==> src/common/cpu_pkg.sv <==
// shared encodings for the 8-bit core and opcodes 12 to 15 are left unassigned so they run as NOP
package cpu_pkg;

  ////////////////////////////////////////////////////////////
  // widths
  ////////////////////////////////////////////////////////////

  localparam int DATA_W    = 8;
  localparam int ADDR_W    = 4;
  localparam int MEM_DEPTH = 16;
  localparam int OPC_W     = 4;
  localparam int REG_SEL_W = 2;
  localparam int SRC_W     = 2;
  localparam int ALU_W     = 2;

  ////////////////////////////////////////////////////////////
  // opcodes
  ////////////////////////////////////////////////////////////

  localparam logic [OPC_W-1:0] OP_NOP    = 4'd0;
  localparam logic [OPC_W-1:0] OP_LDA_LO = 4'd1;
  localparam logic [OPC_W-1:0] OP_LDA_HI = 4'd2;
  localparam logic [OPC_W-1:0] OP_LDB_LO = 4'd3;
  localparam logic [OPC_W-1:0] OP_LDB_HI = 4'd4;
  localparam logic [OPC_W-1:0] OP_LDC_LO = 4'd5;
  localparam logic [OPC_W-1:0] OP_LDC_HI = 4'd6;
  localparam logic [OPC_W-1:0] OP_ADD    = 4'd7;
  localparam logic [OPC_W-1:0] OP_SUB    = 4'd8;
  localparam logic [OPC_W-1:0] OP_MUL    = 4'd9;
  localparam logic [OPC_W-1:0] OP_OUT    = 4'd10;
  localparam logic [OPC_W-1:0] OP_IN     = 4'd11;

  // register selects, code 3 has no register behind it
  localparam logic [REG_SEL_W-1:0] REG_A = 2'd0;
  localparam logic [REG_SEL_W-1:0] REG_B = 2'd1;
  localparam logic [REG_SEL_W-1:0] REG_C = 2'd2;

  // write-back sources
  localparam logic [SRC_W-1:0] SRC_IMM_LO = 2'd0;
  localparam logic [SRC_W-1:0] SRC_IMM_HI = 2'd1;
  localparam logic [SRC_W-1:0] SRC_INPUT  = 2'd2;
  localparam logic [SRC_W-1:0] SRC_ALU    = 2'd3;

  localparam logic [ALU_W-1:0] ALU_ADD = 2'd0;
  localparam logic [ALU_W-1:0] ALU_SUB = 2'd1;
  localparam logic [ALU_W-1:0] ALU_MUL = 2'd2;

  ////////////////////////////////////////////////////////////
  // uio_in pin map
  ////////////////////////////////////////////////////////////

  localparam int PIN_RUN     = 7;
  localparam int PIN_MODE_HI = 5;
  localparam int PIN_MODE_LO = 4;

  localparam logic [1:0] MODE_LOAD = 2'b01;

  // one instruction byte, loads read the nibble and IN/OUT read the select
  typedef union packed {
    struct packed {
      logic [OPC_W-1:0] opc;
      logic [3:0]       imm;
    } imm_view;
    struct packed {
      logic [OPC_W-1:0]     opc;
      logic [1:0]           pad;
      logic [REG_SEL_W-1:0] sel;
    } sel_view;
  } instr_u;

endpackage

==> src/core/datapath.sv <==
// registers A, B, C and uo_out with ALU results modulo 256 and select 3 reading as zero
`timescale 1ns/1ps

module datapath (
  input  logic                          clk,
  input  logic                          rst_n,
  input  logic [cpu_pkg::DATA_W-1:0]    in_data,
  input  logic                          wr_en,
  input  logic [cpu_pkg::REG_SEL_W-1:0] wr_sel,
  input  logic [cpu_pkg::SRC_W-1:0]     wr_src,
  input  logic [3:0]                    imm,
  input  logic [cpu_pkg::ALU_W-1:0]     alu_op,
  input  logic                          out_en,
  input  logic [cpu_pkg::REG_SEL_W-1:0] out_sel,
  output logic [cpu_pkg::DATA_W-1:0]    out_data
);

  logic [cpu_pkg::DATA_W-1:0]   a_q;
  logic [cpu_pkg::DATA_W-1:0]   b_q;
  logic [cpu_pkg::DATA_W-1:0]   c_q;
  logic [cpu_pkg::DATA_W-1:0]   alu_res;
  logic [cpu_pkg::DATA_W-1:0]   wr_cur;
  logic [cpu_pkg::DATA_W-1:0]   wr_data;
  logic [cpu_pkg::DATA_W-1:0]   out_val;

  // register read mux, shared by the write-back and output paths
  function automatic logic [cpu_pkg::DATA_W-1:0] pick_reg(
    input logic [cpu_pkg::REG_SEL_W-1:0] sel,
    input logic [cpu_pkg::DATA_W-1:0]    a,
    input logic [cpu_pkg::DATA_W-1:0]    b,
    input logic [cpu_pkg::DATA_W-1:0]    c
  );
    case (sel)
      cpu_pkg::REG_A: pick_reg = a;
      cpu_pkg::REG_B: pick_reg = b;
      cpu_pkg::REG_C: pick_reg = c;
      default:        pick_reg = '0;
    endcase
  endfunction

  ////////////////////////////////////////////////////////////
  // alu
  ////////////////////////////////////////////////////////////

  // the product wraps to its low byte
  always_comb begin
    case (alu_op)
      cpu_pkg::ALU_ADD: alu_res = a_q + b_q;
      cpu_pkg::ALU_SUB: alu_res = a_q - b_q;
      cpu_pkg::ALU_MUL: alu_res = a_q * b_q;
      default:          alu_res = a_q + b_q;
    endcase
  end

  ////////////////////////////////////////////////////////////
  // write-back
  ////////////////////////////////////////////////////////////

  assign wr_cur = pick_reg(wr_sel, a_q, b_q, c_q);

  // nibble loads keep the other half of the target
  always_comb begin
    case (wr_src)
      cpu_pkg::SRC_IMM_LO: wr_data = {wr_cur[7:4], imm};
      cpu_pkg::SRC_IMM_HI: wr_data = {imm, wr_cur[3:0]};
      cpu_pkg::SRC_INPUT:  wr_data = in_data;
      default:             wr_data = alu_res;
    endcase
  end

  always_ff @(posedge clk or negedge rst_n) begin
    if (!rst_n) begin
      a_q <= '0;
      b_q <= '0;
      c_q <= '0;
    end else if (wr_en) begin
      case (wr_sel)
        cpu_pkg::REG_A: a_q <= wr_data;
        cpu_pkg::REG_B: b_q <= wr_data;
        cpu_pkg::REG_C: c_q <= wr_data;
        default: begin
        end
      endcase
    end
  end

  ////////////////////////////////////////////////////////////
  // output register
  ////////////////////////////////////////////////////////////

  assign out_val = pick_reg(out_sel, a_q, b_q, c_q);

  // takes the value from before the edge, so OUT after a write sees the old C only
  // when both sit in the same cycle, which the sequencer never issues
  always_ff @(posedge clk or negedge rst_n) begin
    if (!rst_n) begin
      out_data <= '0;
    end else if (out_en) begin
      out_data <= out_val;
    end
  end

  a_out_only_on_out: assert property (
    @(posedge clk) disable iff (!rst_n)
    $changed(out_data) |-> $past(out_en)
  ) else $error("uo_out changed without an OUT instruction");

endmodule

==> src/core/sequencer.sv <==
// one instruction per cycle while run is high and no load is under way, selects of 3 and opcodes 12-15 do nothing
`timescale 1ns/1ps

module sequencer (
  input  logic                          clk,
  input  logic                          rst_n,
  input  logic                          run,
  input  logic                          load_active,
  input  cpu_pkg::instr_u               instr,
  output logic [cpu_pkg::ADDR_W-1:0]    pc,
  output logic                          wr_en,
  output logic [cpu_pkg::REG_SEL_W-1:0] wr_sel,
  output logic [cpu_pkg::SRC_W-1:0]     wr_src,
  output logic [3:0]                    imm,
  output logic [cpu_pkg::ALU_W-1:0]     alu_op,
  output logic                          out_en,
  output logic [cpu_pkg::REG_SEL_W-1:0] out_sel
);

  logic exec;
  logic sel_ok;
  logic dec_wr;
  logic dec_out;

  // loading wins over running
  assign exec = run && !load_active;

  ////////////////////////////////////////////////////////////
  // program counter
  ////////////////////////////////////////////////////////////

  // wraps from 15 back to 0 on its own
  always_ff @(posedge clk or negedge rst_n) begin
    if (!rst_n) begin
      pc <= '0;
    end else if (exec) begin
      pc <= pc + 1'b1;
    end
  end

  ////////////////////////////////////////////////////////////
  // decode
  ////////////////////////////////////////////////////////////

  assign sel_ok  = (instr.sel_view.sel <= cpu_pkg::REG_C);
  assign imm     = instr.imm_view.imm;
  assign out_sel = instr.sel_view.sel;

  always_comb begin
    dec_wr  = 1'b0;
    dec_out = 1'b0;
    wr_sel  = cpu_pkg::REG_A;
    wr_src  = cpu_pkg::SRC_IMM_LO;
    alu_op  = cpu_pkg::ALU_ADD;
    case (instr.imm_view.opc)
      cpu_pkg::OP_NOP: begin
      end
      cpu_pkg::OP_LDA_LO, cpu_pkg::OP_LDB_LO, cpu_pkg::OP_LDC_LO: begin
        dec_wr = 1'b1;
        wr_src = cpu_pkg::SRC_IMM_LO;
        if (instr.imm_view.opc == cpu_pkg::OP_LDB_LO) wr_sel = cpu_pkg::REG_B;
        if (instr.imm_view.opc == cpu_pkg::OP_LDC_LO) wr_sel = cpu_pkg::REG_C;
      end
      cpu_pkg::OP_LDA_HI, cpu_pkg::OP_LDB_HI, cpu_pkg::OP_LDC_HI: begin
        dec_wr = 1'b1;
        wr_src = cpu_pkg::SRC_IMM_HI;
        if (instr.imm_view.opc == cpu_pkg::OP_LDB_HI) wr_sel = cpu_pkg::REG_B;
        if (instr.imm_view.opc == cpu_pkg::OP_LDC_HI) wr_sel = cpu_pkg::REG_C;
      end
      cpu_pkg::OP_ADD, cpu_pkg::OP_SUB, cpu_pkg::OP_MUL: begin
        // all ALU results land in C
        dec_wr = 1'b1;
        wr_sel = cpu_pkg::REG_C;
        wr_src = cpu_pkg::SRC_ALU;
        if (instr.imm_view.opc == cpu_pkg::OP_SUB) alu_op = cpu_pkg::ALU_SUB;
        if (instr.imm_view.opc == cpu_pkg::OP_MUL) alu_op = cpu_pkg::ALU_MUL;
      end
      cpu_pkg::OP_IN: begin
        dec_wr = sel_ok;
        wr_sel = instr.sel_view.sel;
        wr_src = cpu_pkg::SRC_INPUT;
      end
      cpu_pkg::OP_OUT: begin
        dec_out = sel_ok;
      end
      default: begin
        // 12..15 are spare
      end
    endcase
  end

  assign wr_en  = exec && dec_wr;
  assign out_en = exec && dec_out;

  a_one_port: assert property (
    @(posedge clk) disable iff (!rst_n)
    !(wr_en && out_en)
  ) else $error("register write and output write in the same cycle");

  a_pc_hold: assert property (
    @(posedge clk) disable iff (!rst_n)
    !exec |=> $stable(pc)
  ) else $error("pc moved in a cycle that did not execute");

endmodule

==> src/prog_mem.sv <==
// bytes load only while mode is 01 and the byte at pc is read without a clock, so a new byte shows a cycle later
`timescale 1ns/1ps

module prog_mem (
  input  logic                       clk,
  input  logic                       rst_n,
  input  logic [cpu_pkg::DATA_W-1:0] ui_in,
  input  logic [1:0]                 mode,
  input  logic [cpu_pkg::ADDR_W-1:0] load_addr,
  input  logic [cpu_pkg::ADDR_W-1:0] pc,
  output logic                       load_active,
  output cpu_pkg::instr_u            instr
);

  logic [cpu_pkg::DATA_W-1:0] mem [cpu_pkg::MEM_DEPTH];

  ////////////////////////////////////////////////////////////
  // load decode
  ////////////////////////////////////////////////////////////

  // only mode 01 writes, the other mode codes leave the memory alone
  assign load_active = (mode == cpu_pkg::MODE_LOAD);

  ////////////////////////////////////////////////////////////
  // storage
  ////////////////////////////////////////////////////////////

  // memory comes up all zero, which is a page of NOPs
  always_ff @(posedge clk or negedge rst_n) begin
    if (!rst_n) begin
      for (int i = 0; i < cpu_pkg::MEM_DEPTH; i++) begin
        mem[i] <= '0;
      end
    end else if (load_active) begin
      mem[load_addr] <= ui_in;
    end
  end

  // read port
  assign instr = mem[pc];

  // a write to an unknown address would smear the whole program
  a_load_addr_known: assert property (
    @(posedge clk) disable iff (!rst_n)
    load_active |-> !$isunknown(load_addr)
  ) else $error("program load with unknown address %b", load_addr);

endmodule

==> src/tiny_cpu_top.sv <==
// pin frame for the 8-bit core, uio pins are inputs only and ena is not used since it is always high when powered
`timescale 1ns/1ps

module tiny_cpu_top (
  input  logic [7:0] ui_in,
  output logic [7:0] uo_out,
  input  logic [7:0] uio_in,
  output logic [7:0] uio_out,
  output logic [7:0] uio_oe,
  input  logic       ena,
  input  logic       clk,
  input  logic       rst_n
);

  logic                          run;
  logic [1:0]                    mode;
  logic [cpu_pkg::ADDR_W-1:0]    load_addr;
  logic                          load_active;
  cpu_pkg::instr_u               instr;
  logic [cpu_pkg::ADDR_W-1:0]    pc;
  logic                          wr_en;
  logic [cpu_pkg::REG_SEL_W-1:0] wr_sel;
  logic [cpu_pkg::SRC_W-1:0]     wr_src;
  logic [3:0]                    imm;
  logic [cpu_pkg::ALU_W-1:0]     alu_op;
  logic                          out_en;
  logic [cpu_pkg::REG_SEL_W-1:0] out_sel;

  ////////////////////////////////////////////////////////////
  // pin split
  ////////////////////////////////////////////////////////////

  // bit 6 is spare
  assign run       = uio_in[cpu_pkg::PIN_RUN];
  assign mode      = uio_in[cpu_pkg::PIN_MODE_HI:cpu_pkg::PIN_MODE_LO];
  assign load_addr = uio_in[cpu_pkg::ADDR_W-1:0];

  assign uio_out = '0;
  assign uio_oe  = '0;

  ////////////////////////////////////////////////////////////
  // blocks
  ////////////////////////////////////////////////////////////

  prog_mem u_prog_mem (
    .clk         (clk),
    .rst_n       (rst_n),
    .ui_in       (ui_in),
    .mode        (mode),
    .load_addr   (load_addr),
    .pc          (pc),
    .load_active (load_active),
    .instr       (instr)
  );

  sequencer u_sequencer (
    .clk         (clk),
    .rst_n       (rst_n),
    .run         (run),
    .load_active (load_active),
    .instr       (instr),
    .pc          (pc),
    .wr_en       (wr_en),
    .wr_sel      (wr_sel),
    .wr_src      (wr_src),
    .imm         (imm),
    .alu_op      (alu_op),
    .out_en      (out_en),
    .out_sel     (out_sel)
  );

  // IN reads the same ui_in pins that carry load data
  datapath u_datapath (
    .clk      (clk),
    .rst_n    (rst_n),
    .in_data  (ui_in),
    .wr_en    (wr_en),
    .wr_sel   (wr_sel),
    .wr_src   (wr_src),
    .imm      (imm),
    .alu_op   (alu_op),
    .out_en   (out_en),
    .out_sel  (out_sel),
    .out_data (uo_out)
  );

endmodule

==> config.mk <==
export PLATFORM = sky130hd
export DESIGN_NAME = tiny_cpu_top
export DESIGN_NICKNAME = d
export VERILOG_FILES = /design/src/common/cpu_pkg.sv /design/src/core/datapath.sv /design/src/core/sequencer.sv /design/src/prog_mem.sv /design/src/tiny_cpu_top.sv
export SDC_FILE = /design/constraint.sdc
export NUM_CORES = 1
export LEC_CHECK = 0
export ABC_AREA = 1
export BUFFER_PORTS_ARGS = -buffer_cell sky130_fd_sc_hd__buf_2
export CAP_MARGIN = 5
export CORE_MARGIN = 2
export CORE_UTILIZATION = 34
export DETAILED_ROUTE_END_ITERATION = 16
export GPL_ROUTABILITY_DRIVEN = 0
export GPL_TIMING_DRIVEN = 0
export PLACE_DENSITY_LB_ADDON = 0.1
export REMOVE_ABC_BUFFERS = 1
export SLEW_MARGIN = 10
export SYNTH_ARGS = -nofsm -noshare
export SYNTH_HDL_FRONTEND = slang
export SYNTH_SLANG_ARGS = --single-unit
==> constraint.sdc <==
create_clock -name clk -period 5.1 [get_ports clk]
set_input_delay 0.255 -clock clk [delete_from_list [all_inputs] [get_ports clk]]
set_output_delay 0.255 -clock clk [all_outputs]
set_load 0.01 [all_outputs]
======== Word level (Yosys, flattened, before mapping) ========
Index checks and enable logic that the tools add are counted.
cells by class
  add/subtract/negate cells ............... 3
  $mul .................................... 1
  divide/modulo/power cells ............... 0
  magnitude comparators ................... 4
  equal/unequal tests ..................... 20
  shift operators ......................... 0
  muxes and demuxes ....................... 21
  bitwise logic cells ..................... 2
  reduce and logical (&&, ||, !) cells .... 15
operators by type and width
  cell                                                                  number
  128-bit bitwise mux                                                   1
  8-bit case mux with 3 select lines                                    2
  8-bit binary-select mux with 4-bit select                             1
  8-bit demux with 4-bit select                                         1
  8-bit case mux with 2 select lines                                    2
  8-bit 2-to-1 mux                                                      3
  4-bit by 3-bit == test with 1-bit output, second input constant       4
  4-bit == test, second input constant                                  4
  2-bit by 1-bit == test with 1-bit output, second input constant       5
  5-bit >= comparator, second input constant                            2
  4-bit inverter with 5-bit output                                      2
  3-bit OR reduction                                                    3
  9-bit OR reduction                                                    1
  8-bit adder                                                           1
  2-bit == test, second input constant                                  4
  4-bit by 2-bit == test with 1-bit output, second input constant       2
  8-bit by 8-bit multiplier with 8-bit output                           1
  2-bit 2-to-1 mux                                                      4
  2-bit case mux with 4 select lines                                    1
  8-bit subtractor                                                      1
  2-bit logical NOT                                                     3
  2-bit case mux with 3 select lines                                    1
  2-bit AND reduction                                                   3
  5-bit by 1-bit < comparator with 1-bit output, second input constant  1
  7 further kinds                                                       13
word-level totals
  register bits ........................... 164
  latch bits .............................. 0
  memory bits (writable) .................. 0
  ROM bits ................................ 0
  input bits .............................. 19
  word-level logic and storage cells ...... 87
  memories ................................ 0

======== Depth between registers and ports, before layout ========
  depth after elaboration ................. 11
  depth in mapped cells ................... 29

======== Hierarchy ========
Synthesis repeated with hierarchy kept, for this count alone.
second synthesis, totals
  cells, all modules ...................... 1418
  area, all modules ....................... 10331.2 µm²
modules (own cells, without submodules)
  module        instances  cells each  area an instance (µm²)  seq. area each (µm²)
  prog_mem      1          841         6406.1                  3203.1
  datapath      1          504         3408.3                  800.8
  sequencer     1          56          392.9                   100.1
  tiny_cpu_top  1          17          123.9                   0.0

======== Worst setup path after synthesis ========
No wires, ideal clock.
  path type ............................... reg-to-reg
  start point ............................. register u_datapath.a_q[1] in the netlist's numbering
  end point ............................... register u_datapath.a_q[7] in the netlist's numbering
  library setup time ...................... 118 ps
  arrival time ............................ 4036 ps
  required time ........................... 4982 ps
  slack ................................... 946 ps
  stages on the path, launching flop included .. 18
  buffers on the path ..................... 1
  period minus slack after synthesis ...... 4154 ps
  path through ............................ dfrtp_1 -> clkbuf_1 -> nand2_1 -> fa_1 -> fa_1 -> fa_1 -> fa_1 -> inv_1 -> ha_1 -> a21oi_1 -> nand2_1 -> xor2_1 -> xor2_1 -> nand3b_1 -> a31oi_1 -> nand2_1 -> nand3_1 -> nand2_1
between the ends
  word-level cells in the longest chain between the ends .. 3
ends and longest elaborated chain
  item                                                                 RTL line        RTL
  start, declared                                                      datapath.sv:18  logic [cpu_pkg::DATA_W-1:0] a_q;
  start signal, assigned                                               datapath.sv:78  cpu_pkg::REG_A: a_q <= wr_data;
  8-bit by 8-bit multiplier with 8-bit output (tied with other cells)  datapath.sv:50  cpu_pkg::ALU_MUL: alu_res = a_q * b_q;
  8-bit case mux with 2 select lines *                                 datapath.sv:47  case (alu_op)
  8-bit case mux with 3 select lines *                                 datapath.sv:63  case (wr_src)
Every way passes the cells marked *; elsewhere a longest branch is shown, timed or not.
A chain may end at the register's enable or synchronous reset.

======== Worst setup path after layout ========
  start point ............................. register u_sequencer.pc[0] in the netlist's numbering
  end point ............................... register u_datapath.c_q[6] in the netlist's numbering
between the ends
  word-level cells in the longest chain between the ends .. 11
ends and longest elaborated chain
  item                                                                           RTL line                                           RTL
  start, declared                                                                sequencer.sv:10                                    output logic [cpu_pkg::ADDR_W-1:0] pc,
  start signal, assigned                                                         sequencer.sv:37                                    pc <= pc + 1'b1;
  4-bit inverter with 5-bit output (implied by the code) *                       prog_mem.sv:40                                     assign instr = mem[pc];
  8-bit binary-select mux with 4-bit select *                                    prog_mem.sv:40
  8-bit 2-to-1 mux (implied by the code) * (2 in a row)                          prog_mem.sv:40
  4-bit by 3-bit == test with 1-bit output (tied with other cells)               sequencer.sv:55, sequencer.sv:67
  1-bit 2-to-1 mux, on equally long branches                                     sequencer.sv:67, sequencer.sv:61, sequencer.sv:75
  2-bit 2-to-1 mux, on equally long branches                                     sequencer.sv:68, sequencer.sv:62, sequencer.sv:76
  2-bit case mux with 4 select lines / 2-bit 2-to-1 mux (equally long branches)  sequencer.sv:55                                    case (instr.imm_view.opc)
  2-bit == test (tied with other cells)                                          datapath.sv:33, datapath.sv:77
  8-bit case mux with 2 select lines, on equally long branches                   datapath.sv:33, datapath.sv:47
  8-bit case mux with 3 select lines                                             datapath.sv:63
  end signal, assigned                                                           datapath.sv:80                                     cpu_pkg::REG_C: c_q <= wr_data;
  end, declared                                                                  datapath.sv:20                                     logic [cpu_pkg::DATA_W-1:0] c_q;
Every way passes the cells marked *; elsewhere a longest branch is shown, timed or not. The select of a mux whose other input is x is not followed.

==> impl_metrics.env <==
export IMPL_tightest_slew_ns=1.03
export IMPL_fillers=2968
export IMPL_cts_buffers=17
export IMPL_grt_pass1_vias=7563
export IMPL_ys_seq_area_share_pct=42.5
export IMPL_cpMaxStageDelayCell="dfrtp_4"
export IMPL_crit_family="simple AND/OR/NAND/NOR gates"
export IMPL_insertion_delay_ns=0.44
export IMPL_critPathMaxFanout=61
export IMPL_drtIter0Drc=584
export IMPL_io_pins=43
export IMPL_antenna_found_initial=0
export IMPL_slew_violations=0
export IMPL_core_area_um2=27900
export IMPL_antenna_cells=0
export IMPL_grt_overflow=0
export IMPL_drive_gt1_share_pct=6.44
export IMPL_final_period_utilization_pct=91.5
export IMPL_avgRoutedWirePerCell_um=16.7
export IMPL_htreeDepth=4
export IMPL_whs_ns=0.121
export IMPL_crit_chain="buf_12 > inv_6 > nand2_1 > nand2_1 > nand2_1 > nand3_1 > nand3_1 > nand2_2 > nor2_1 > nand2_1 > inv_1 > nand2_1 > o21ai_0 > fa_1 > nand3_1 > nand2_1 > a21oi_1 > o21ai_0 > or2_2 > nand3_1 > nand3_1 > nand3b_1 > nand2_1 > o21ai_1"
export IMPL_start_util_pct=34.6
export IMPL_drc=0
export IMPL_synth_area_leaders="dfrtp_1 43%, nand2_1 16%, o21ai_0 8.4%"
export IMPL_vias=7900
export IMPL_rrSetupSlack_ns=0.43
export IMPL_fin_crit_ns=4.67
export IMPL_rr_startpoint="u_sequencer.pc[0]"
export IMPL_setup_viol=0
export IMPL_hp_class="in -> reg"
export IMPL_crit_cells=24
export IMPL_setup_tns_ns=0
export IMPL_syn_to_final_growth_pct=9.13
export IMPL_synth_top_cell_by_area="dfrtp_1"
export IMPL_multi_input_area_um2=4610
export IMPL_yosysTopAreaCellShare_pct=42.5
export IMPL_cp_required_ns=5.46
export IMPL_comb_power_share_pct=54.6
export IMPL_fin_nets=1322
export IMPL_dpl_cell_area_um2=9900
export IMPL_p_sw_mw=3.80
export IMPL_syn_area_um2=9650
export IMPL_fmax_ghz=0.214
export IMPL_cts_buffer_depth=2
export IMPL_regArea_um2=4110
export IMPL_netlist_instances=1278
export IMPL_viasPerCell=4.78
export IMPL_power_leakage_nw=5.17
export IMPL_rows=61
export IMPL_endpoint_kind="flip-flop"
export IMPL_final_cell_count_no_fill=1652
export IMPL_ys_warn_count=0
export IMPL_power_frac_seq_pct=27.5
export IMPL_hold_violations=0
export IMPL_path_clk_slew_ns=0.06
export IMPL_final_antenna_net_count=0
export IMPL_ir_drop_uv=313
export IMPL_grt_max_degree=84
export IMPL_grt_pass1_wl_um=44400
export IMPL_io_buffers=24
export IMPL_cp_start_kind="flip-flop"
export IMPL_fin_area_um2=10500
export IMPL_status="complete, no violations"
export IMPL_finalClockSkew_ns=0.00888
export IMPL_powerDensity_nw_per_um2=725
export IMPL_die_h_um=172
export IMPL_cts_tree="built"
export IMPL_clkSinkCount=164
export IMPL_slowest_delay_ns=0.67
export IMPL_dp_cells=1619
export IMPL_die_w_um=172
export IMPL_power_share_clock_pct=18.0
export IMPL_power_share_switching_pct=49.7
export IMPL_endpoint="u_datapath.c_q[6]"
export IMPL_dr_pass1_iters=5
export IMPL_synth_distinct_cells=37
export IMPL_avgSynthCellArea_um2=7.55
export IMPL_clock_root_buffer="clkbuf_16"
export IMPL_worstPathArrival_ns=5.03
export IMPL_die_area_um2=29700
export IMPL_max_cap_viol_count=0
export IMPL_reg2reg_depth=24
export IMPL_crit_top_cell="nand2_1"
export IMPL_crit_path_start="u_sequencer.pc[0]"
export IMPL_gr_usage_all_layers_pct=19.9
export IMPL_worstSetupPathType="reg -> reg"
export IMPL_synth_seq_cells=164
export IMPL_rsz0062_at_grt="no"
export IMPL_worstReg2RegEnd="u_datapath.c_q[6]"
export IMPL_dp_hpwl_um=17900
export IMPL_p_int_mw=3.84
export IMPL_relSlewSlack_pct=31.2
export IMPL_wl_um=27700
export IMPL_crit_buf_inv=3
-- logic make-up after synthesis --
kind of cell             count (synthesis)  synth area share, %
adder cells (fa/ha/maj)                 42                 6.46
XOR/XNOR                                24                 2.18
other                                    1               0.0389
AND/OR/NAND/NOR                        596                 25.4
flip-flops                             164                 42.5
buffers and inverters                  218                 10.3
AO/OA/AOI/OAI                          233                 13.1
-- power by group through the flow --
stage               Clock [mW]  Sequential [mW]  Combinational, mW
floorplan                    0             1.94               3.02
global placement             0             2.16               4.10
detailed placement           0             2.12               4.17
CTS                       1.40             2.10               4.19
global route              1.46             2.15               4.80
finish                    1.37             2.10               4.17
-- cell usage in the layout (no fill, tap or decap), types with 13 or more instances in the layout --
cell,n
a21oi_1,15
buf_2,23
clkbuf_16,17
conb_1,16
dfrtp_1,162
fa_1,13
ha_1,29
inv_1,132
nand2_1,421
nand3_1,89
nor2_1,54
o211ai_1,16
o21ai_0,162
o21ai_1,16
xor2_1,17
-- timing repair --
action | in CTS | in global routing
hold buffers | 1 | 0
gates resized for setup | 0 | 2
endpoints found under the hold margin | 81 | 0
endpoints found under the setup margin | 0 | 12
setup buffers | 0 | 0
-- cell type report --
class	count	share of cell area [%]
tap	378	4.49
sequential	164	39.0
clock buffer	20	4.24
clock inverter	12	1.60
timing repair buffer	27	1.78
multi-input combinational	911	43.8
inverter	140	5.04
-- how the worst min path moves through the flow --
| stage | start | to | slack [ns] | depth (start not counted) |
|---|---|---|---|---|
| 4_1_cts | uio_in[7] | u_sequencer.pc[0] | 0.11 | 3 |
| 2_1_floorplan | rst_n | u_datapath.a_q[0] | -0.04 | 0 |
| 6_report | uio_in[7] | u_sequencer.pc[0] | 0.12 | 3 |
| 3_5_place_dp | rst_n | u_prog_mem.mem[31] | 0.31 | 1 |
| 3_3_place_gp | u_prog_mem.mem[24] | u_prog_mem.mem[24] | 0.46 | 2 |
| 5_1_grt | uio_in[7] | u_sequencer.pc[0] | 0.14 | 3 |
-- layer usage --
metal	part of all wire (%)	wire, um	track usage (%)	vias to the layer above
li1	-	-	-	4017
met1	51	14000	28.6	3771
met2	46	12700	31.5	93
met3	2.1	593	2.63	19
met4	1.2	341	4.82	0
met5	0	0	0	-
-- flip-flops by register name (all words and copies together), names as in the netlist --
register,flops
u_datapath.c_q,8
u_datapath.b_q,8
u_datapath.out_data,8
u_prog_mem.mem,128
u_sequencer.pc,4
u_datapath.a_q,8
-- synthesized netlist by cell type --
cell type,count
buf_4,23
o21ai_2,2
nand3_1,89
buf_2,12
nand3_2,1
clkbuf_1,34
inv_1,132
o22ai_1,9
fa_1,13
nor2_4,4
o21ai_0,162
o31ai_1,1
nand3b_1,6
dfrtp_1,164
inv_2,5
nor2_1,54
or2_2,3
ha_1,29
nor3_2,1
a31oi_1,3
a21oi_1,15
xnor2_1,7
buf_6,9
clkinv_1,2
nor2_2,1
o21bai_1,2
nand2_1,421
nand4_1,3
o21ai_1,16
a41oi_1,6
xor2_1,17
o2111ai_1,1
nand2_2,6
nor3_1,7
inv_4,1
conb_1,1
o211ai_1,16
-- worst register-to-register path: stages, from the launching register on --
cell and delay, ns:
dfrtp_4 0.67, buf_12 0.27, inv_6 0.40, nand2_1 0.15, nand2_1 0.09, nand2_1 0.05, nand3_1 0.16, nand3_1 0.20
nand2_2 0.19, nor2_1 0.08, nand2_1 0.21, inv_1 0.13, nand2_1 0.08, o21ai_0 0.16, fa_1 0.50, nand3_1 0.11
nand2_1 0.09, a21oi_1 0.14, o21ai_0 0.11, or2_2 0.28, nand3_1 0.08, nand3_1 0.11, nand3b_1 0.20, nand2_1 0.07
o21ai_1 0.08
-- through the flow --
step	total power, mW	utilization (%)	worst slack, ns
finish	7.63	37.8	0.432
CTS	7.69	37.8	0.249
floorplan	4.96	-	0.723
global route	8.41	37.8	0.0509
global placement	6.26	35.3	-1.60
detailed placement	6.29	35.5	0.279
Power figures use the tool's default switching activity.
